[config.mk]
export PLATFORM = sky130hd
export DESIGN_NAME = mul_ctrl
export DESIGN_NICKNAME = d
export VERILOG_FILES = /design/src/rtl/mul_pkg.sv /design/src/rtl/mul_ctrl.sv
export VERILOG_INCLUDE_DIRS = /design/src /design/src/rtl
export SDC_FILE = /design/constraint.sdc
export NUM_CORES = 1
export LEC_CHECK = 0
export ABC_AREA = 1
export BUFFER_PORTS_ARGS = -buffer_cell sky130_fd_sc_hd__buf_2
export CAP_MARGIN = 10
export CELL_PAD_IN_SITES_DETAIL_PLACEMENT = 1
export CELL_PAD_IN_SITES_GLOBAL_PLACEMENT = 2
export CORE_UTILIZATION = 22
export DETAILED_ROUTE_END_ITERATION = 7
export HOLD_SLACK_MARGIN = 0.03
export PLACE_DENSITY = 0.72
export SYNTH_ARGS = -nofsm -noshare
export SYNTH_HDL_FRONTEND = slang
export SYNTH_SLANG_ARGS = --single-unit
export TNS_END_PERCENT = 20
[constraint.sdc]
create_clock -name clk -period 3.55 [get_ports clk]
set_clock_uncertainty 0.1 [all_clocks]
set_input_delay 0.5325 -clock clk [delete_from_list [all_inputs] [get_ports clk]]
set_output_delay 0.5325 -clock clk [all_outputs]
set_load 0.005 [all_outputs]
[src/rtl/mul_params.svh]
`ifndef MUL_PARAMS_SVH
`define MUL_PARAMS_SVH

// operand width
`define MUL_XLEN 64

// product width, also the width of every partial-product row
`define MUL_PLEN (2 * `MUL_XLEN)

// radix-4 digits over the operand plus two extension bits
`define MUL_PP_ROWS ((`MUL_XLEN + 2) / 2)

// steps from the booth state up to result capture
`define MUL_STEPS 5

`endif

[src/rtl/mul_pkg.sv]
package mul_pkg;

`include "mul_params.svh"

  // one source operand
  typedef logic [`MUL_XLEN-1:0] operand_t;

  // partial-product row, also the product
  typedef logic [`MUL_PLEN-1:0] row_t;

  // controller states
  typedef enum logic [1:0] {
    MUL_RST,
    MUL_IDLE,
    MUL_RUN
  } mul_state_t;

endpackage

[src/rtl/mul_ctrl.sv]
`timescale 1ns/1ps

`include "mul_params.svh"

module mul_ctrl (
  input  logic              clk,
  input  logic              rst,
  input  logic              mul_valid_i,
  input  logic              rs1_signed_i,
  input  logic              rs2_signed_i,
  input  mul_pkg::operand_t rs1_data_i,
  input  mul_pkg::operand_t rs2_data_i,
  input  mul_pkg::row_t     final_sum_i,
  output mul_pkg::operand_t booth_rs1_o,
  output mul_pkg::operand_t booth_rs2_o,
  output logic              booth_rs1_signed_o,
  output logic              booth_rs2_signed_o,
  output logic              mul_ready_o,
  output mul_pkg::row_t     mul_out_o
);
  import mul_pkg::*;

  localparam int CNT_W = $clog2(`MUL_STEPS + 1);

  mul_state_t       state;
  logic [CNT_W-1:0] step_cnt;

  always_ff @(posedge clk) begin
    if (rst) begin
      state       <= MUL_RST;
      step_cnt    <= '0;
      mul_ready_o <= 1'b0;
      mul_out_o   <= '0;
    end else begin
      case (state)
        MUL_RST: begin
          state <= MUL_IDLE;
        end
        MUL_IDLE: begin
          mul_ready_o <= 1'b0;
          if (mul_valid_i) begin
            state    <= MUL_RUN;
            step_cnt <= '0;
          end
        end
        MUL_RUN: begin
          if (!mul_valid_i) begin
            // requester gave up, drop the result
            state     <= MUL_IDLE;
            step_cnt  <= '0;
            mul_out_o <= '0;
          end else if (step_cnt == CNT_W'(`MUL_STEPS)) begin
            state       <= MUL_IDLE;
            mul_out_o   <= final_sum_i;
            mul_ready_o <= 1'b1;
          end else begin
            step_cnt <= step_cnt + 1'b1;
          end
        end
        default: begin
          state <= MUL_IDLE;
        end
      endcase
    end
  end

  // operands captured on the accept edge
  always_ff @(posedge clk) begin
    if (state == MUL_IDLE && mul_valid_i) begin
      booth_rs1_o        <= rs1_data_i;
      booth_rs2_o        <= rs2_data_i;
      booth_rs1_signed_o <= rs1_signed_i;
      booth_rs2_signed_o <= rs2_signed_i;
    end
  end

endmodule

==> results.json, run 1 <==
{
  "synth_warnings": 0,
  "cts.sinks": 264,
  "status": "complete, no violations",
  "holdPathStages": 1,
  "wl_per_cell_um": 18.2,
  "gp_congestion": 0.816,
  "drc": 0,
  "postLayoutSetupSlackWorst_ns": 1.30,
  "setup_viol": 0,
  "finalNetCount": 1645,
  "syn_inst": 743,
  "power.density_mw_per_mm2": 497,
  "clock_insertion_delay_worst_skew_ns": 0.55,
  "r2r_start": "state[1]",
  "cts_root_buffer": "clkbuf_16",
  "overflow": 0,
  "start_kind": "register",
  "ys_ff_latch": 264,
  "tritoncts": "built",
  "cp_max_fo": 33,
  "slew_headroom_pct": 37.2,
  "track_usage_pct": 16.6,
  "rows": 72,
  "critPathKind": "reg -> reg",
  "rsz0062_at_grt": "false",
  "synth.distinct_cells": 18,
  "final_max_slew_viol_count": 0,
  "grt_pass1_vias": 8276,
  "setup_tns_ns": 0,
  "hold_buffers": 119,
  "maxCapViolations": 0,
  "placed_cell_area_mm2": 0.0118,
  "seq_area_mm2": 0.00659,
  "die_w_um": 201,
  "dp.final_hpwl_um": 24200,
  "fin_crit_sh_pct": 63.5,
  "drt_pass1_iterations": 4,
  "syn_area_mm2": 0.00874,
  "avgSynthCellArea_um2": 11.8,
  "worstSetupStartpoint": "state[1]",
  "endpoint_kind": "register",
  "post-place-ws_ns": 1.26,
  "die_h_um": 201,
  "cp.required_ns": 3.72,
  "grt_pass1_wl_um": 51100,
  "synth_edf_count": 130,
  "first_iter_violations": 381,
  "max_freq_mhz": 444,
  "reg2reg_depth": 5,
  "vdd_drop_max_mv": 0.265,
  "htreeDepth": 1,
  "critPathMaxStageDelay_ns": 0.60,
  "final_layout_size_suffix_gt1_share_pct": 41.1,
  "path_cells": "inv_1, ha_1, nand2_1, clkinvlp_4, buf_4",
  "crit_buf_inv": 3,
  "r2r_end": "booth_rs1_o[13]",
  "antenna_found_initial": 12,
  "worstHoldPathType": "in -> reg",
  "worstHoldStart": "rs2_data_i[14]",
  "cts.reportedPaths.clkPinSlew_ns": 0.06,
  "hold_end": "booth_rs2_o[14]",
  "multi_input_area_mm2": 0.00182,
  "cpLargestDelayFamily": "buffers and inverters",
  "viasPerCell": 4.11,
  "postLayoutCellArea_mm2": 0.0140,
  "p_leak_nw": 5.97,
  "whs_ns": 0.0639,
  "final-hold-violation-count": 0,
  "cts-resized-gates": 0,
  "grt_max_degree": 99,
  "arrival_ns": 2.43,
  "ys.flop_type": "dfxtp_1",
  "io_buffers": 519,
  "area_growth_pct": 60.5,
  "seq_area_frac_synth_pct": 75.4,
  "core_area_mm2": 0.0389,
  "cts_setup_buffers": 0,
  "worstMarginPinSlew_ns": 0.942,
  "ant_nets": 0,
  "dieArea_mm2": 0.0405,
  "synth_top_area_share_pct": 44.7,
  "clockBufferDepth": 3,
  "slowest_stage": "clkinvlp_4",
  "via_count": 7940,
  "ys_async_sr_fraction_pct": 0,
  "start_util_pct": 22.5,
  "synth_top_area_cell": "edfxtp_1",
  "cts_buffers": 30,
  "r2r_slack_ns": 1.30,
  "wl_um": 35100,
  "syn-num-nets": 1008,
  "period_minus_slack_ns": 2.25,
  "fillCellCount": 4587,
  "synth_area_leaders": "edfxtp_1 (45%), dfxtp_1 (31%), nand2_1 (12%), a21oi_1 (7.6%), buf_6 (1.8%)",
  "io_pins": 520
}
## synth_stat cells (2+ instances only)
master / number
nand2_1: 275
dfxtp_1: 134
a21oi_1: 132
edfxtp_1: 130
buf_6: 14
inv_1: 12
buf_2: 11
clkbuf_1: 10
nor2_1: 6
buf_1: 4
buf_4: 4
ha_1: 4
or2_2: 2
## layer usage
layer  vias up  track usage, %  part of all wire, %
met5         -               0                 0.13
met4         6            5.49                  2.4
met3        56            5.41                  8.7
met2       326            31.2                   54
met1      3787            17.1                   35
li1       3765               -                    -
## worst max-delay path by stage
stage                            to  depth (start not counted)  slack [ns]
finish              booth_rs1_o[13]                          5        1.30
global route        booth_rs2_o[62]                          5        1.12
CTS                 booth_rs1_o[13]                          5        1.26
detailed placement  booth_rs1_o[13]                          4        1.26
global placement     booth_rs1_o[8]                          4        1.26
floorplan            booth_rs1_o[0]                          4        0.46
## registers in the layout, summed over array words and instances, names as in the netlist
name,cells
booth_rs2_o,64
booth_rs2_signed_o,1
state,2
mul_ready_o,1
booth_rs1_signed_o,1
mul_out_o,128
booth_rs1_o,64
step_cnt,3
## worst reg2reg max path, stage by stage (launching register included)
cell and delay, ns:
dfxtp_1 0.36, inv_1 0.06, ha_1 0.22, nand2_1 0.12, clkinvlp_4 0.60, buf_4 0.53
## logic make-up (layout without fill, tap and decap cells)
family | Yosys count | count (layout) | synth area share (%)
compound gates | 134 | 134 | 7.72
simple gates | 286 | 286 | 12.5
flops | 264 | 264 | 75.4
other cells | 0 | 9 | 0
buf+inv | 55 | 715 | 3.89
fa+ha+maj | 4 | 4 | 0.573
## power breakdown
| group | total (mW) | internal (mW) | leakage, nW | switching, mW |
|---|---|---|---|---|
| sequential | 3.32 | 3.29 | 2.28 | 0.0255 |
| combinational | 0.476 | 0.251 | 3.20 | 0.226 |
| clock | 3.18 | 1.88 | 0.483 | 1.30 |
## placed cells by master, fill, tap and decap left out, drive strengths merged
master       count
buf            527
nand2          276
dfxtp          134
a21oi          132
edfxtp         130
dlygate4sd3    121
clkbuf          35
clkinv          13
inv             12
diode            9
nor2             7
ha               4
bufinv           4
clkinvlp         3
or2              2
o21ai            2
nand3            1
## stage by stage
step,std cells,utilization (%),power (mW)
2_1_floorplan,743,-,3.49
3_5_place_dp,1745,30.3,3.74
4_1_cts,1919,35.9,7.05
5_1_grt,1929,36.0,7.23
6_report,1930,36.1,6.98
3_3_place_gp,1745,30.3,3.73
## layout make-up
type                       count  share of cell area, %
multi-input combinational    424                   13.0
clock buffer                  35                   5.64
tap                          518                   4.62
inverter                      12                  0.348
clock inverter                20                   1.45
antenna                        9                  0.161
sequential                   264                   46.9
timing repair buffer         648                   27.9
Note: power is estimated with default switching activity, not from simulation.
==> inputs of run 2 (changes only) <==
- ABC_AREA: 1 -> 0
- CORE_AREA: default -> 2 2 200 202
- CORE_UTILIZATION: 22 -> default
- DIE_AREA: default -> 0 0 202 204
- PLACE_DENSITY: 0.72 -> 0.66
- clock period: 3.55 -> 1.9 ns (I/O delays scaled with it)
==> run 2 against run 1 <==
Compared with the run above:
- sequential power grew 88%
- count of clock-buffer cells in the layout increased by 7
- global-route usage shrank 0.95 points
- largest cell class unchanged
- sequential cell count unchanged
- die area rose by 1.7%
- combinational power grew to 2.7 times the previous value
- synthesized cell count down 38%
- critical path depth up 1
==> results.json, run 2 <==
{
  "largestRegisters": "mul_out_o x128, booth_rs1_o x64, booth_rs2_o x64",
  "crit_buf_inv": 2,
  "avgSynthCellArea_um2": 17.8,
  "multi_input_area_mm2": 0.00140,
  "cts.reportedPaths.clkPinSlew_ns": 0.07,
  "dp.final_hpwl_um": 22600,
  "ys_ff_latch": 264,
  "yosys-top-cells-count": "dfxtp_1 (134), edfxtp_1 (130), a22o_1 (128), buf_2 (16), buf_6 (11)",
  "synth_warnings": 0,
  "synth-simple-area-share_pct": 1.19,
  "period_minus_slack_ns": 1.81,
  "dieArea_mm2": 0.0412,
  "p_leak_nw": 6.79,
  "grt_pass1_vias": 8049,
  "critPathKind": "reg -> reg",
  "core_area_mm2": 0.0392,
  "grt_max_degree": 58,
  "cts_buffers": 30,
  "final_cell_mix": "buf_2 (519), dlygate4sd3_1 (260), dfxtp_1 (133)",
  "gp_congestion": 0.761,
  "seq_area_mm2": 0.00659,
  "synth_compound_area_share_pct": 14.8,
  "highest_layer": "met5",
  "largest-register": "mul_out_o",
  "fillCellCount": 4269,
  "arrival_ns": 2.14,
  "synth_top_family_by_area": "compound AO/OA/AOI/OAI gates",
  "synth_top_area_share_pct": 47.6,
  "crit_top_cell": "buf_12",
  "io_buffers": 519,
  "fin_util_pct": 38.8,
  "cpLargestDelayFamily": "flip-flops",
  "status": "complete, no violations",
  "synth-xor-area-share_pct": 0,
  "layout_commonest_cell": "buf_2",
  "synth_area_leaders": "edfxtp_1 (48%), dfxtp_1 (33%), a22o_1 (14%), buf_6 (1.5%), buf_2 (0.98%)",
  "die_h_um": 204,
  "wl_per_cell_um": 18.7,
  "final_layout_size_suffix_gt1_share_pct": 46.4,
  "clock_insertion_delay_worst_skew_ns": 0.55,
  "max_freq_mhz": 553,
  "power.density_mw_per_mm2": 858,
  "whs_ns": 0.343,
  "post-place-ws_ns": 0.0798,
  "synth.distinct_cells": 27,
  "wl_met1_um": 12200,
  "postLayoutSetupSlackWorst_ns": 0.0908,
  "worstMarginPinSlew_ns": 0.392,
  "endpoint_kind": "register",
  "cp_max_fo": 28,
  "yosysMostFrequentCell": "dfxtp_1",
  "rows": 73,
  "antenna_found_initial": 4,
  "drc": 0,
  "rsz0062_at_grt": "false",
  "slew_headroom_pct": 73.8,
  "path_cells": "ha_1, and2_1, o22ai_4, buf_12, buf_12, a22o_1",
  "synth.mux.area_fraction_pct": 0,
  "clockBufferDepth": 3,
  "die_w_um": 202,
  "seq_area_frac_synth_pct": 80.3,
  "via_count": 7394,
  "syn_area_mm2": 0.00820,
  "syn_inst": 461,
  "synth_edf_count": 130,
  "cts_setup_buffers": 0,
  "htreeDepth": 1,
  "route.met2.wl_um": 18500,
  "cts_root_buffer": "clkbuf_16",
  "track_usage_pct": 15.6,
  "fin_crit_sh_pct": 95.2,
  "maxCapViolations": 0,
  "setup_viol": 0,
  "largest_register_ffs": 128,
  "power_mw": 13.0,
  "start_kind": "register",
  "synthAdderAreaFrac_pct": 0.610,
  "final_max_slew_viol_count": 0,
  "synth_top_area_cell": "edfxtp_1",
  "first_iter_violations": 265,
  "wl_um": 34000,
  "area_growth_pct": 85.3,
  "final-hold-violation-count": 0,
  "syn-num-nets": 726,
  "cp.required_ns": 2.23,
  "cts.sinks": 264,
  "overflow": 0,
  "vdd_drop_max_mv": 0.458,
  "ys_async_sr_fraction_pct": 0,
  "slowest_stage": "dfxtp_1",
  "tritoncts": "built",
  "ys.flop_type": "dfxtp_1",
  "grt_pass1_wl_um": 49700,
  "viasPerCell": 4.06,
  "start_util_pct": 20.9,
  "io_pins": 520,
  "drt_pass1_iterations": 4,
  "ant_nets": 0,
  "worstHoldPathType": "in -> reg",
  "critPathMaxStageDelay_ns": 0.38,
  "wl_met3_um": 2520,
  "finalNetCount": 1533
}
run 2: changes by cell type after synthesis, moves of 3 or more:
cell,previous run,this run
a21oi_1,132,4
a22o_1,0,128
buf_1,4,0
buf_2,11,16
buf_6,14,11
clkbuf_1,10,0
inv_1,12,5
nand2_1,275,3
nor2_1,6,1
o31ai_1,0,4
run 2: cell families (layout without fill, tap and decap cells):
| family | after synthesis | after routing |
|---|---|---|
| AO/OA/AOI/OAI | 142 | 142 |
| adder cells (fa/ha/maj) | 4 | 4 |
| buffers and inverters | 36 | 867 |
| flip-flops | 264 | 264 |
| other | 0 | 3 |
| AND/OR/NAND/NOR | 15 | 15 |
run 2: report_power, final:
group | switching [mW] | leakage (nW) | total (mW) | internal (mW)
Combinational | 0.535 | 4.04 | 1.28 | 0.742
Sequential | 0.0509 | 2.28 | 6.24 | 6.19
Clock | 2.35 | 0.466 | 5.52 | 3.18
Total | 2.93 | 6.79 | 13.0 | 10.1
run 2: routing by layer:
layer | track usage [%] | vias up
met5 | 0 | -
met4 | 4.81 | 2
met3 | 4.19 | 51
met2 | 30.0 | 301
met1 | 16.6 | 3605
li1 | - | 3435
run 2: final timing paths:
path | slack, ns | start | cells after the start | end
setup reg to reg | 0.09 | step_cnt[0] | 6 | mul_out_o[13]
hold reg to reg | 0.37 | mul_out_o[52] | 1 | mul_out_o[52]
hold / removal | 0.34 | rs1_data_i[58] | 2 | booth_rs1_o[58]
setup / recovery | 0.09 | step_cnt[0] | 6 | mul_out_o[13]
run 2: what timing repair did:
action                                  in CTS  in global routing
endpoints found under the setup margin       0                123
gates resized for setup                      0                  1
hold buffers                               260                  0
hold endpoints to repair                   262                  0
run 2: final cells by class:
type	count	area share [%]
inverter	5	0.148
tap	525	4.32
multi-input combinational	161	9.24
timing repair buffer	806	36.7
clock inverter	14	0.469
clock buffer	42	5.71
sequential	264	43.4
antenna	3	0.0494
run 2: stage by stage:
stage          TNS [ns]  instances  area (µm²)
3_3_place_gp          0       1501       11600
5_1_grt               0       1820       15200
2_1_floorplan   -142.80        461        8220
6_report              0       1820       15200
3_5_place_dp          0       1501       11600
4_1_cts               0       1817       15200
